<file path="src/design/mipsIsaPkg.sv">
`default_nettype none

package mipsIsaPkg;

    typedef logic [31:0] word_t;      // data word, address or instruction
    typedef logic [4:0]  regIdx_t;
    typedef logic [5:0]  opcode_t;
    typedef logic [5:0]  funct_t;
    typedef logic [3:0]  byteMask_t;

    localparam regIdx_t REG_ZERO = 5'd0;

    // instruction field positions
    localparam int OPC_LSB = 26;
    localparam int RS_LSB  = 21;
    localparam int RT_LSB  = 16;
    localparam int RD_LSB  = 11;
    localparam int FN_LSB  = 0;
    localparam int IMM_W   = 16;
    localparam int TGT_W   = 26;

    localparam opcode_t OP_SPECIAL = 6'h00;
    localparam opcode_t OP_J       = 6'h02;
    localparam opcode_t OP_BEQ     = 6'h04;
    localparam opcode_t OP_BNE     = 6'h05;
    localparam opcode_t OP_ADDIU   = 6'h09;
    localparam opcode_t OP_ORI     = 6'h0D;
    localparam opcode_t OP_LUI     = 6'h0F;
    localparam opcode_t OP_LW      = 6'h23;
    localparam opcode_t OP_SW      = 6'h2B;

    // SPECIAL function codes
    localparam funct_t FN_ADDU = 6'h21;
    localparam funct_t FN_SUBU = 6'h23;
    localparam funct_t FN_AND  = 6'h24;
    localparam funct_t FN_OR   = 6'h25;
    localparam funct_t FN_XOR  = 6'h26;
    localparam funct_t FN_SLT  = 6'h2A;

endpackage

`default_nettype wire

</file>
<file path="src/design/pipeCtrlPkg.sv">
`default_nettype none

package pipeCtrlPkg;

    typedef enum logic [2:0] {
        ALU_ADD,
        ALU_SUB,
        ALU_AND,
        ALU_OR,
        ALU_XOR,
        ALU_SLT,
        ALU_LUI
    } aluOp_t;

    // operand source for execute
    typedef enum logic [1:0] {
        FWD_NONE,
        FWD_MEM,
        FWD_WB
    } fwdSel_t;

    typedef enum logic {
        RES_ALU,
        RES_MEM
    } resSel_t;

    typedef enum logic [1:0] {
        BR_NONE,
        BR_EQ,
        BR_NE
    } brKind_t;

    localparam mipsIsaPkg::word_t RESET_PC = 32'h0000_0000;

endpackage

`default_nettype wire

</file>
<file path="src/design/hazardIf.sv">
`timescale 1ns/100ps
`default_nettype none

interface hazardIf;

    logic stallF, stallD, freeze;
    logic flushD, flushE;
    pipeCtrlPkg::fwdSel_t fwdA, fwdB;

    mipsIsaPkg::regIdx_t rsD, rtD, rsE, rtE;
    mipsIsaPkg::regIdx_t destE, destM, destW;
    logic regWriteE, regWriteM, regWriteW;
    logic memReadE;
    logic branchTaken, jumpD, dataStall;

    modport hazard (
        output stallF, stallD, freeze, flushD, flushE, fwdA, fwdB,
        input  rsD, rtD, rsE, rtE, destE, destM, destW,
        input  regWriteE, regWriteM, regWriteW, memReadE,
        input  branchTaken, jumpD, dataStall
    );

    modport datapath (
        input  stallF, stallD, freeze, flushD, flushE, fwdA, fwdB,
        output rsD, rtD, rsE, rtE, destE, destM, destW,
        output regWriteE, regWriteM, regWriteW, memReadE,
        output branchTaken, jumpD, dataStall
    );

endinterface

`default_nettype wire

</file>
<file path="src/design/execUnit.sv">
`timescale 1ns/100ps
`default_nettype none

module execUnit (
    input  wire pipeCtrlPkg::aluOp_t  aluOp_i,
    input  wire mipsIsaPkg::word_t    srcA_i,
    input  wire mipsIsaPkg::word_t    srcB_i,
    input  wire pipeCtrlPkg::brKind_t brKind_i,
    input  wire mipsIsaPkg::word_t    rsVal_i,
    input  wire mipsIsaPkg::word_t    rtVal_i,
    output mipsIsaPkg::word_t         result_o,
    output logic                      branchTaken_o
);

    logic regsEqual;

    always_comb begin
        case (aluOp_i)
            pipeCtrlPkg::ALU_ADD: result_o = srcA_i + srcB_i;
            pipeCtrlPkg::ALU_SUB: result_o = srcA_i - srcB_i;
            pipeCtrlPkg::ALU_AND: result_o = srcA_i & srcB_i;
            pipeCtrlPkg::ALU_OR:  result_o = srcA_i | srcB_i;
            pipeCtrlPkg::ALU_XOR: result_o = srcA_i ^ srcB_i;
            pipeCtrlPkg::ALU_SLT: begin
                result_o = {31'b0, $signed(srcA_i) < $signed(srcB_i)};
            end
            pipeCtrlPkg::ALU_LUI: begin
                // immediate goes to the upper half
                result_o = {srcB_i[mipsIsaPkg::IMM_W-1:0], {mipsIsaPkg::IMM_W{1'b0}}};
            end
            default:              result_o = '0;
        endcase
    end

    // compare uses forwarded rs/rt
    assign regsEqual = (rsVal_i == rtVal_i);

    always_comb begin
        case (brKind_i)
            pipeCtrlPkg::BR_EQ: branchTaken_o = regsEqual;
            pipeCtrlPkg::BR_NE: branchTaken_o = !regsEqual;
            default:            branchTaken_o = 1'b0;
        endcase
    end

endmodule

`default_nettype wire

</file>
<file path="src/design/hazardUnit.sv">
`timescale 1ns/100ps
`default_nettype none

module hazardUnit (
    hazardIf.hazard hz
);

    logic loadUse;

    // memory stage wins over writeback, r0 never forwarded
    function automatic pipeCtrlPkg::fwdSel_t pickFwd(
        input mipsIsaPkg::regIdx_t src,
        input logic                wrM,
        input mipsIsaPkg::regIdx_t dstM,
        input logic                wrW,
        input mipsIsaPkg::regIdx_t dstW
    );
        if (src == mipsIsaPkg::REG_ZERO) begin
            return pipeCtrlPkg::FWD_NONE;
        end
        if (wrM && dstM == src) begin
            return pipeCtrlPkg::FWD_MEM;
        end
        if (wrW && dstW == src) begin
            return pipeCtrlPkg::FWD_WB;
        end
        return pipeCtrlPkg::FWD_NONE;
    endfunction

    assign hz.fwdA = pickFwd(hz.rsE, hz.regWriteM, hz.destM, hz.regWriteW, hz.destW);
    assign hz.fwdB = pickFwd(hz.rtE, hz.regWriteM, hz.destM, hz.regWriteW, hz.destW);

    // load in execute, consumer in decode
    assign loadUse = hz.memReadE && hz.regWriteE
                  && hz.destE != mipsIsaPkg::REG_ZERO
                  && (hz.destE == hz.rsD || hz.destE == hz.rtD);

    assign hz.freeze = hz.dataStall;
    assign hz.stallF = loadUse;
    assign hz.stallD = loadUse;

    // a stalled jump must stay in decode until it can redirect
    assign hz.flushD = !hz.freeze && (hz.branchTaken || (hz.jumpD && !loadUse));
    assign hz.flushE = !hz.freeze && (hz.branchTaken || loadUse);

endmodule

`default_nettype wire

</file>
<file path="src/design/instDecoder.sv">
`timescale 1ns/100ps
`default_nettype none

module instDecoder (
    input  wire mipsIsaPkg::word_t instr_i,
    output pipeCtrlPkg::aluOp_t    aluOp_o,
    output logic                   useImm_o,
    output logic                   signExt_o,
    output logic                   regWrite_o,
    output logic                   destIsRt_o,
    output logic                   memRead_o,
    output logic                   memWrite_o,
    output pipeCtrlPkg::brKind_t   brKind_o,
    output logic                   jump_o
);

    mipsIsaPkg::opcode_t opcode;
    mipsIsaPkg::funct_t  funct;

    assign opcode = instr_i[mipsIsaPkg::OPC_LSB +: 6];
    assign funct  = instr_i[mipsIsaPkg::FN_LSB +: 6];

    always_comb begin
        // default is a nop
        aluOp_o    = pipeCtrlPkg::ALU_ADD;
        useImm_o   = 1'b0;
        signExt_o  = 1'b0;
        regWrite_o = 1'b0;
        destIsRt_o = 1'b0;
        memRead_o  = 1'b0;
        memWrite_o = 1'b0;
        brKind_o   = pipeCtrlPkg::BR_NONE;
        jump_o     = 1'b0;
        case (opcode)
            mipsIsaPkg::OP_SPECIAL: begin
                regWrite_o = 1'b1;
                case (funct)
                    mipsIsaPkg::FN_ADDU: aluOp_o = pipeCtrlPkg::ALU_ADD;
                    mipsIsaPkg::FN_SUBU: aluOp_o = pipeCtrlPkg::ALU_SUB;
                    mipsIsaPkg::FN_AND:  aluOp_o = pipeCtrlPkg::ALU_AND;
                    mipsIsaPkg::FN_OR:   aluOp_o = pipeCtrlPkg::ALU_OR;
                    mipsIsaPkg::FN_XOR:  aluOp_o = pipeCtrlPkg::ALU_XOR;
                    mipsIsaPkg::FN_SLT:  aluOp_o = pipeCtrlPkg::ALU_SLT;
                    default:             regWrite_o = 1'b0;  // also sll r0 bubble
                endcase
            end
            mipsIsaPkg::OP_ADDIU, mipsIsaPkg::OP_ORI, mipsIsaPkg::OP_LUI: begin
                useImm_o   = 1'b1;
                regWrite_o = 1'b1;
                destIsRt_o = 1'b1;
                signExt_o  = (opcode == mipsIsaPkg::OP_ADDIU);  // ori is zero extended
                if (opcode == mipsIsaPkg::OP_ORI) begin
                    aluOp_o = pipeCtrlPkg::ALU_OR;
                end else if (opcode == mipsIsaPkg::OP_LUI) begin
                    aluOp_o = pipeCtrlPkg::ALU_LUI;
                end
            end
            mipsIsaPkg::OP_LW: begin
                useImm_o   = 1'b1;
                signExt_o  = 1'b1;
                regWrite_o = 1'b1;
                destIsRt_o = 1'b1;
                memRead_o  = 1'b1;
            end
            mipsIsaPkg::OP_SW: begin
                useImm_o   = 1'b1;
                signExt_o  = 1'b1;
                memWrite_o = 1'b1;
            end
            mipsIsaPkg::OP_BEQ: begin
                signExt_o = 1'b1;
                brKind_o  = pipeCtrlPkg::BR_EQ;
            end
            mipsIsaPkg::OP_BNE: begin
                signExt_o = 1'b1;
                brKind_o  = pipeCtrlPkg::BR_NE;
            end
            mipsIsaPkg::OP_J: jump_o = 1'b1;
            default: ;
        endcase
    end

endmodule

`default_nettype wire

</file>
<file path="src/design/mipsCore.sv">
`timescale 1ns/100ps
`default_nettype none

module mipsCore (
    input  wire                        clk,
    input  wire                        rstN_i,
    // instruction port
    output mipsIsaPkg::word_t          instAddr_o,
    input  wire mipsIsaPkg::word_t     instData_i,
    // data port
    output logic                       memEn_o,
    output mipsIsaPkg::byteMask_t      memWen_o,
    output mipsIsaPkg::word_t          memAddr_o,
    output mipsIsaPkg::word_t          memWdata_o,
    input  wire mipsIsaPkg::word_t     memRdata_i,
    input  wire                        dataStall_i,
    // debug trace
    output mipsIsaPkg::word_t          debugWbPc_o,
    output mipsIsaPkg::byteMask_t      debugWbWen_o,
    output mipsIsaPkg::regIdx_t        debugWbNum_o,
    output mipsIsaPkg::word_t          debugWbData_o
);

    hazardIf hzd ();

    mipsIsaPkg::word_t pcF, pcNext;
    // decode
    mipsIsaPkg::word_t instrD, pcD, pcPlus4D, immD, jumpTargetD, rdValAD, rdValBD;
    mipsIsaPkg::regIdx_t destD;
    pipeCtrlPkg::aluOp_t aluOpD;
    pipeCtrlPkg::brKind_t brKindD;
    logic useImmD, signExtD, regWriteD, destIsRtD, memReadD, memWriteD, jumpD;
    // execute
    mipsIsaPkg::word_t pcE, rdValAE, rdValBE, immE, rsFwdE, rtFwdE, srcBE;
    mipsIsaPkg::word_t aluOutE, branchTargetE;
    mipsIsaPkg::regIdx_t rsE, rtE, destE;
    pipeCtrlPkg::aluOp_t aluOpE;
    pipeCtrlPkg::brKind_t brKindE;
    pipeCtrlPkg::resSel_t resSelE;
    logic useImmE, regWriteE, memReadE, memWriteE, branchTakenE;
    // memory
    mipsIsaPkg::word_t pcM, aluOutM, rtValM, resultM;
    mipsIsaPkg::regIdx_t destM;
    pipeCtrlPkg::resSel_t resSelM;
    logic regWriteM, memReadM, memWriteM;
    // writeback, only kept for forwarding
    mipsIsaPkg::word_t resultW;
    mipsIsaPkg::regIdx_t destW;
    logic regWriteW;

    assign instAddr_o = pcF;
    assign pcNext = branchTakenE ? branchTargetE :
                    jumpD        ? jumpTargetD   : pcF + 32'd4;

    always_ff @(posedge clk or negedge rstN_i) begin
        if (!rstN_i) begin
            pcF <= pipeCtrlPkg::RESET_PC;
        end else if (!hzd.freeze && !hzd.stallF) begin
            pcF <= pcNext;
        end
    end

    // F/D, a flushed word becomes sll r0 which decodes as a nop
    always_ff @(posedge clk or negedge rstN_i) begin
        if (!rstN_i) begin
            instrD <= '0;
        end else if (!hzd.freeze) begin
            if (hzd.flushD) begin
                instrD <= '0;
            end else if (!hzd.stallD) begin
                instrD <= instData_i;
            end
        end
    end

    always_ff @(posedge clk) begin
        if (!hzd.freeze && !hzd.stallD) begin
            pcD <= pcF;
        end
    end

    instDecoder i_instDecoder (
        .instr_i   (instrD),
        .aluOp_o   (aluOpD),
        .useImm_o  (useImmD),
        .signExt_o (signExtD),
        .regWrite_o(regWriteD),
        .destIsRt_o(destIsRtD),
        .memRead_o (memReadD),
        .memWrite_o(memWriteD),
        .brKind_o  (brKindD),
        .jump_o    (jumpD)
    );

    regFile i_regFile (
        .clk     (clk),
        .rstN_i  (rstN_i),
        .we_i    (regWriteM && !hzd.freeze),  // written at end of memory stage
        .wAddr_i (destM),
        .wData_i (resultM),
        .rAddrA_i(hzd.rsD),
        .rAddrB_i(hzd.rtD),
        .rDataA_o(rdValAD),
        .rDataB_o(rdValBD)
    );

    assign hzd.rsD = instrD[mipsIsaPkg::RS_LSB +: 5];
    assign hzd.rtD = instrD[mipsIsaPkg::RT_LSB +: 5];
    assign destD = destIsRtD ? hzd.rtD : instrD[mipsIsaPkg::RD_LSB +: 5];
    assign immD = signExtD ? {{16{instrD[15]}}, instrD[mipsIsaPkg::IMM_W-1:0]}
                           : {16'b0, instrD[mipsIsaPkg::IMM_W-1:0]};
    assign pcPlus4D = pcD + 32'd4;
    assign jumpTargetD = {pcPlus4D[31:28], instrD[mipsIsaPkg::TGT_W-1:0], 2'b00};

    // D/E
    always_ff @(posedge clk or negedge rstN_i) begin
        if (!rstN_i) begin
            regWriteE <= 1'b0;
            memReadE  <= 1'b0;
            memWriteE <= 1'b0;
            brKindE   <= pipeCtrlPkg::BR_NONE;
        end else if (!hzd.freeze) begin
            regWriteE <= regWriteD && !hzd.flushE;
            memReadE  <= memReadD && !hzd.flushE;
            memWriteE <= memWriteD && !hzd.flushE;
            brKindE   <= hzd.flushE ? pipeCtrlPkg::BR_NONE : brKindD;
        end
    end

    always_ff @(posedge clk) begin
        if (!hzd.freeze) begin
            pcE     <= pcD;
            rsE     <= hzd.rsD;
            rtE     <= hzd.rtD;
            destE   <= destD;
            rdValAE <= rdValAD;
            rdValBE <= rdValBD;
            immE    <= immD;
            aluOpE  <= aluOpD;
            useImmE <= useImmD;
            resSelE <= memReadD ? pipeCtrlPkg::RES_MEM : pipeCtrlPkg::RES_ALU;
        end
    end

    assign rsFwdE = (hzd.fwdA == pipeCtrlPkg::FWD_MEM) ? resultM :
                    (hzd.fwdA == pipeCtrlPkg::FWD_WB)  ? resultW : rdValAE;
    assign rtFwdE = (hzd.fwdB == pipeCtrlPkg::FWD_MEM) ? resultM :
                    (hzd.fwdB == pipeCtrlPkg::FWD_WB)  ? resultW : rdValBE;
    assign srcBE = useImmE ? immE : rtFwdE;
    assign branchTargetE = pcE + 32'd4 + {immE[29:0], 2'b00};

    execUnit i_execUnit (
        .aluOp_i      (aluOpE),
        .srcA_i       (rsFwdE),
        .srcB_i       (srcBE),
        .brKind_i     (brKindE),
        .rsVal_i      (rsFwdE),
        .rtVal_i      (rtFwdE),
        .result_o     (aluOutE),
        .branchTaken_o(branchTakenE)
    );

    // E/M
    always_ff @(posedge clk or negedge rstN_i) begin
        if (!rstN_i) begin
            regWriteM <= 1'b0;
            memReadM  <= 1'b0;
            memWriteM <= 1'b0;
        end else if (!hzd.freeze) begin
            regWriteM <= regWriteE;
            memReadM  <= memReadE;
            memWriteM <= memWriteE;
        end
    end

    always_ff @(posedge clk) begin
        if (!hzd.freeze) begin
            pcM     <= pcE;
            destM   <= destE;
            aluOutM <= aluOutE;
            rtValM  <= rtFwdE;  // store data
            resSelM <= resSelE;
        end
    end

    assign memEn_o    = memReadM || memWriteM;
    assign memWen_o   = {4{memWriteM}};
    assign memAddr_o  = aluOutM;
    assign memWdata_o = rtValM;
    assign resultM    = (resSelM == pipeCtrlPkg::RES_MEM) ? memRdata_i : aluOutM;

    // M/W
    always_ff @(posedge clk or negedge rstN_i) begin
        if (!rstN_i) begin
            regWriteW <= 1'b0;
        end else if (!hzd.freeze) begin
            regWriteW <= regWriteM;
        end
    end

    always_ff @(posedge clk) begin
        if (!hzd.freeze) begin
            destW   <= destM;
            resultW <= resultM;
        end
    end

    assign hzd.rsE         = rsE;
    assign hzd.rtE         = rtE;
    assign hzd.destE       = destE;
    assign hzd.destM       = destM;
    assign hzd.destW       = destW;
    assign hzd.regWriteE   = regWriteE;
    assign hzd.regWriteM   = regWriteM;
    assign hzd.regWriteW   = regWriteW;
    assign hzd.memReadE    = memReadE;
    assign hzd.branchTaken = branchTakenE;
    assign hzd.jumpD       = jumpD;
    assign hzd.dataStall   = dataStall_i;

    hazardUnit i_hazardUnit (
        .hz(hzd.hazard)
    );

    assign debugWbPc_o   = pcM;
    assign debugWbWen_o  = {4{regWriteM && !hzd.freeze}};
    assign debugWbNum_o  = destM;
    assign debugWbData_o = resultM;

endmodule

`default_nettype wire

</file>
<file path="src/design/regFile.sv">
`timescale 1ns/100ps
`default_nettype none

module regFile (
    input  wire                      clk,
    input  wire                      rstN_i,
    input  wire                      we_i,
    input  wire mipsIsaPkg::regIdx_t wAddr_i,
    input  wire mipsIsaPkg::word_t   wData_i,
    input  wire mipsIsaPkg::regIdx_t rAddrA_i,
    input  wire mipsIsaPkg::regIdx_t rAddrB_i,
    output mipsIsaPkg::word_t        rDataA_o,
    output mipsIsaPkg::word_t        rDataB_o
);

    mipsIsaPkg::word_t regs [1:31];  // r0 is not stored

    always_ff @(posedge clk or negedge rstN_i) begin
        if (!rstN_i) begin
            for (int i = 1; i < 32; i++) begin
                regs[i] <= '0;
            end
        end else if (we_i && wAddr_i != mipsIsaPkg::REG_ZERO) begin
            regs[wAddr_i] <= wData_i;
        end
    end

    function automatic mipsIsaPkg::word_t readPort(input mipsIsaPkg::regIdx_t addr);
        if (addr == mipsIsaPkg::REG_ZERO) begin
            return '0;
        end
        if (we_i && addr == wAddr_i) begin
            return wData_i;  // write-through
        end
        return regs[addr];
    endfunction

    assign rDataA_o = readPort(rAddrA_i);
    assign rDataB_o = readPort(rAddrB_i);

endmodule

`default_nettype wire

</file>
<file path="config.mk">
export PLATFORM = sky130hd
export DESIGN_NAME = mipsCore
export DESIGN_NICKNAME = d
export VERILOG_FILES = /design/src/design/mipsIsaPkg.sv /design/src/design/pipeCtrlPkg.sv /design/src/design/hazardIf.sv /design/src/design/execUnit.sv /design/src/design/hazardUnit.sv /design/src/design/instDecoder.sv /design/src/design/mipsCore.sv /design/src/design/regFile.sv
export SDC_FILE = /design/constraint.sdc
export NUM_CORES = 2
export LEC_CHECK = 0
export BUFFER_PORTS_ARGS = -buffer_cell sky130_fd_sc_hd__buf_2
export CORE_ASPECT_RATIO = 2
export CORE_MARGIN = 2
export CORE_UTILIZATION = 30
export DETAILED_ROUTE_END_ITERATION = 10
export PLACE_DENSITY_LB_ADDON = 0.12
export SYNTH_ARGS = -nofsm -noshare
export SYNTH_HDL_FRONTEND = slang
export SYNTH_SLANG_ARGS = --single-unit
export TNS_END_PERCENT = 50
</file>
<file path="constraint.sdc">
create_clock -name clk -period 12.6 [get_ports clk]
set_clock_uncertainty 0.05 [all_clocks]
set_input_delay 2.52 -clock clk [delete_from_list [all_inputs] [get_ports clk]]
set_output_delay 2.52 -clock clk [all_outputs]
set_load 0.1 [all_outputs]
</file>
== Word-level counts from Yosys, hierarchy flattened ==
Index checks and enable logic that the tools add are counted.
W data, S select, Z words.

* $add $sub $neg: 6
* $lt $le $gt $ge: 5
* Eq/ne operators: 36
* Multiplexer cells: 75
* Bitwise gates (word level): 7
* Reductions and logical operators: 41

{| class="wikitable"
|+ Operator list
! cell !! count
|-
| $bwmux W992 || 1
|-
| $mux W32 || 23
|-
| $bmux W32 S5 || 2
|-
| $pmux W32 S7 || 1
|-
| $demux W32 S5 || 1
|-
| $add A32 B3 Y32 const B || 3
|-
| $add A32 B32 Y32 || 2
|-
| $eq A6 B6 Y1 const B || 8
|-
| $eq A5 B5 Y1 || 8
|-
| $and A32 B32 Y32 || 1
|-
| $eq A32 B32 Y1 || 1
|-
| $lt A32 B32 Y1 || 1
|-
| $or A32 B32 Y32 || 1
|-
| $sub A32 B32 Y32 || 1
|-
| $xor A32 B32 Y32 || 1
|-
| $mux W2 || 13
|-
| $mux W1 || 25
|-
| $logic_not A5 Y1 || 4
|-
| $logic_and A1 B1 Y1 || 19
|-
| $eq A6 B4 Y1 const B || 3
|-
| $ge A6 B6 Y1 const B || 3
|-
| $not A5 Y6 || 3
|-
| $pmux W3 S5 || 1
|-
| $eq A6 B3 Y1 const B || 2
|-
| other kinds (24) || 42
|}

* Bits in registers: 1369
* Bits of input ports: 67
* Output and inout bits: 174

== Longest topological paths before layout ==
* Word-level depth: 19
* Depth in mapped cells: 25

== Cells and area by module ==
From an unflattened synthesis, not the netlist that was laid out.

* Cells, all modules: 6216
* Area, all modules: 78426.5 sq um

{| class="wikitable"
|+ By module, submodules not included
! module !! instances !! cells each !! area each (sq um) !! sequential area each (sq um)
|-
| regFile || 1 || 3901 || 54227.0 || 24823.8
|-
| mipsCore || 1 || 1323 || 17679.5 || 10955.5
|-
| execUnit || 1 || 887 || 5728.0 || 0.0
|-
| hazardUnit || 1 || 61 || 451.7 || 0.0
|-
| instDecoder || 1 || 44 || 340.3 || 0.0
|}

== Least setup slack after synthesis ==
Ideal clock, no wire load.

* Path kind: input port to output port
* Start point: input port dataStall_i
* End point: output port debugWbWen_o[0]
* Arrival time: 9.652 ns
* Data required time: 10.030 ns
* Setup slack: 0.378 ns
* Stages on the path: 4
* Path buffers: 1
* Path through: inv_1 > nand2_1 > inv_1 > buf_4

* Longest elaborated chain between the ends: 2

{| class="wikitable"
|+ Ends and longest elaborated chain
! element !! RTL line !! text
|-
| start: declaration || mipsCore.sv:16 || <nowiki>input wire dataStall_i,</nowiki>
|-
| $logic_not A1 Y1 || -- ||
|-
| $logic_and A1 B1 Y1 || -- ||
|-
| end: declaration || mipsCore.sv:19 || <nowiki>output mipsIsaPkg::byteMask_t debugWbWen_o,</nowiki>
|}

Every way passes these cells.

== Worst setup path after layout ==
* Start point: input port memRdata_i[6]
* End point: register aluOutM[25] (netlist: memAddr_o[25]), data pin

* Longest elaborated chain between the ends: 5

{| class="wikitable"
|+ Ends and longest elaborated chain
! element !! RTL line !! text
|-
| start: declaration || mipsCore.sv:15 || <nowiki>input wire mipsIsaPkg::word_t memRdata_i,</nowiki>
|-
| $mux W32 (*) || mipsCore.sv:190 || <nowiki>assign resultM = (resSelM == pipeCtrlPkg::RES_MEM) ? memRdata_i : aluOutM;</nowiki>
|-
| $mux W32 (*) || mipsCore.sv:147 || <nowiki>assign rtFwdE = (hzd.fwdB == pipeCtrlPkg::FWD_MEM) ? resultM :</nowiki>
|-
| named net i_execUnit.rtVal_i[6] || execUnit.sv:10 || <nowiki>input wire mipsIsaPkg::word_t rtVal_i,</nowiki>
|-
| $mux W32 (*) || mipsCore.sv:149 || <nowiki>assign srcBE = useImmE ? immE : rtFwdE;</nowiki>
|-
| $sub A32 B32 Y32 or $add A32 B32 Y32 (tied branches) || execUnit.sv:20, execUnit.sv:19 ||
|-
| $pmux W32 S7 (*) || execUnit.sv:18 || <nowiki>case (aluOp_i)</nowiki>
|-
| end signal: assignment || mipsCore.sv:180 || <nowiki>aluOutM <= aluOutE;</nowiki>
|-
| end: declaration || mipsCore.sv:42 || <nowiki>mipsIsaPkg::word_t pcM, aluOutM, rtValM, resultM;</nowiki>
|}

The timed path passes the listed nets; every way through them passes the cells marked *.
A chain may end at the register's enable or synchronous reset.

==> parameters.txt <==
Parameter                              Value

Worst setup path
  Critical Path Sink Type    register
  Startpoint type of the worst setup path    input pin
  Number of cells on the critical path    17
  Count of buffer and inverter cells on the critical path    3
  Reg2reg end    memAddr_o[30]
  Crit path to    memAddr_o[25]
  Worst r2r path cells    18
  Reg-to-reg critical path startpoint    resSelM
  Sequence of cells on the critical path    buf_2 > mux2i_4 > inv_1 > nor2_1 > a31oi_1 > mux2i_1 > inv_1 > ha_1 > nor2_1 > nand3_1 > or3_1 > o32ai_1 > a21o_1 > a21oi_1 > o31ai_1 > xnor2_1 > a221o_1
  Setup crit start    memRdata_i[6]
  CP arrival    7.84 ns
  Master of the slowest instance on the critical path    mux2i_4
  Setup Crit Path Kind    in -> reg
  Register-to-register setup slack    5.89 ns
  Critical Path RT    13.13 ns
  Crit-path max cell delay    0.83 ns
  Maximum net fanout on the critical path    33
  Crit path max-delay family    compound AO/OA/AOI/OAI gates

STA
  Max-Slew Margin vs Limit    11.0%
  Fin crit period    7.31 ns
  Endpoints failing setup    0
  Final total negative setup slack    0 ns
  Transition time of the tightest slew-check pin    1.33 ns
  Final Max Tran Viols    0
  Maximum clock frequency    137 MHz
  Final period utilization    58.0%
  Setup repair after global routing missed its margin    false
  Hold violation count in the final report    0

CTS
  Post-CTS Repair Setup Buffers    0
  Num CTS Buffers    144
  Clock tree sinks    1369
  CTS root buffer    clkbuf_16
  Number of H-tree levels    4
  Clock input transition at the sequential cells of the worst setup and hold paths    0.07 ns
  Post-cts resize count    0
  Post-cts hold buffer count    0
  Maximum number of buffers from clock root to sink    4
  Clock latency on the worst-skew pair    0.83 ns
  CTS tree    yes

Global route
  Total overflow reported by the global router    0
  Initial antenna violation count    9
  Pin count of the biggest net entering global routing    176
  First-pass GRT wire length    422000 um
  Vias in the first global route    56200
  Tot GR Track Use    23.1%

Floorplan
  Chip width    357 um
  Die Area    0.253 mm^2
  Std-Cell Core Area    0.248 mm^2
  Site Rows    259
  Number of top-level design ports    241
  Vertical die dimension    710 um
  Starting density of the core    30.1%

Yosys
  Number of synthesized flops with an enable pin    304
  Post-Synthesis Cells    6801
  Number of register bits inferred by synthesis    1369
  Ys flop type    dfrtp_1
  Largest family of logic cells by synthesized area    multiplexers
  Distinct cells, synth    80
  Portion of netlist area occupied by mux cells    20.6%
  Area share of the leading cell type in the synthesized netlist    35.7%
  Seq/Total Area, Yosys    47.9%
  Post-synthesis share of cell area spent on full adders, half adders and majority gates    2.63%
  Synthesis Warnings    0
  Post-Synth Simple-Gate Area    9.92%
  Synth Net Count    7024
  Ys async rst share    77.8%
  Cell type contributing the most total cell area after synthesis    dfrtp_1
  Cell types occupying the most area after synthesis    dfrtp_1, mux4_2, edfxtp_1
  Share of the synthesized netlist area taken by xor and xnor gates    1.60%
  Mean Syn Cell Area    11.0 um^2
  Area fraction in compound gates after synthesis    13.2%
  Post-synth design cell area    0.0747 mm^2

Place
  RD Place Congestion    0.912
  Port-buffer cells    240
  Placed standard-cell area    0.0796 mm^2
  Final HPWL DP    192000 um

Final layout
  Layout Area Growth over Synthesis    13.1%
  Fraction of final layout cells with drive strength greater than 1    20.5%
  Layout Utilization    34.0%
  Final Net Count    6967
  Leading cell type in the layout, fill and taps excluded    dfrtp_1
  Commonest cells after routing, fill and taps aside    dfrtp_1, nor2_1, a21oi_1
  Finished layout cell area    0.0845 mm^2

Power
  Final total power    13.0 mW
  Total power density per cell area    153 mW/mm^2
  Leakage power of the design    35.8 nW
  Peak supply drop    0.198 mV

Drt
  Drt total wl    294000 um
  First-pass detailed-route iteration total    5
  Number of DRC markers after the initial detailed-route iteration    4287
  DRC violation count after routing    0
  Wire per inst    29.1 um
  Avg Vias per Cell    5.42
  Via count    54800
  Residual antenna-violating net count after detailed routing    0

Outcome
  Outcome    completed

Run
  Number of max-capacitance violations reported    0

Min path
  Worst hold-check path type    reg -> reg
  Hold wc startpoint    pcD[0]
area by class of cell:
type	count	area, um^2
fill	25000	164000
clock inverter	49	594
tap	3262	4080
antenna	3	7.51
clock buffer	203	4230
sequential	1369	35800
inverter	191	726
multi-input combinational	4635	36500
timing repair buffer	403	2550
power by group:
part,internal [mW],switching (mW)
Sequential,5.00,0.434
Clock,2.61,1.93
Combinational,0.997,2.00
how the worst min path moves through the flow:
stage | endpoint | slack (ns) | cells after the start
floorplan | pcE[0] | 0.35 | 0
global placement | pcE[1] | 0.35 | 0
detailed placement | resSelM | 0.37 | 0
CTS | pcE[0] | 0.37 | 0
global route | pcE[1] | 0.38 | 0
finish | pcE[0] | 0.37 | 0
cells in the mapped netlist (42+ instances only):
cell type / n
a21oi_1: 814
mux2i_1: 152
nor2_1: 918
mux2_2: 77
clkbuf_1: 505
buf_1: 67
mux4_2: 576
inv_1: 191
xnor2_1: 88
xor2_1: 48
ha_1: 154
nand2_1: 663
nor3_1: 66
nand3_1: 42
a22o_1: 65
o21ai_0: 495
edfxtp_1: 304
dfrtp_1: 1065
a21o_1: 46
layer usage:
metal | track usage (%) | share of wire (%) | vias up
met3 | 2.07 | 3.6 | 488
met5 | 0 | 0.0044 | -
met4 | 11.3 | 5.7 | 2
li1 | - | - | 24500
met1 | 26.3 | 38 | 28400
met2 | 42.8 | 53 | 1410
state kept, by name (all words and copies together) (netlist names), 32 cells and up:
register and count:
resultW 32, debugWbPc_o 32, rdValBE 32, memAddr_o 32, instrD 32, memWdata_o 32
instAddr_o 32, pcD 32, rdValAE 32, pcE 32, i_regFile.regs 992
through the flow:
step / setup slack (ns) / hold slack, ns / cells
floorplan: 0.378 / 0.350 / 6801
global placement: 4.61 / 0.355 / 9860
detailed placement: 4.53 / 0.366 / 9860
CTS: 5.23 / 0.373 / 10100
global route: 4.98 / 0.383 / 10100
finish: 5.29 / 0.370 / 10100
logic make-up (layout without fill, tap and decap cells):
logic type      after synthesis  count (layout)
xor+xnor                    136             136
simple gates               1830            1830
compound gates             1707            1707
fa+ha+maj                   156             156
mux                         806             806
buf+inv                     797             846
other cells                   0               3
flops                      1369            1369
(Power assumes the default switching activity.)
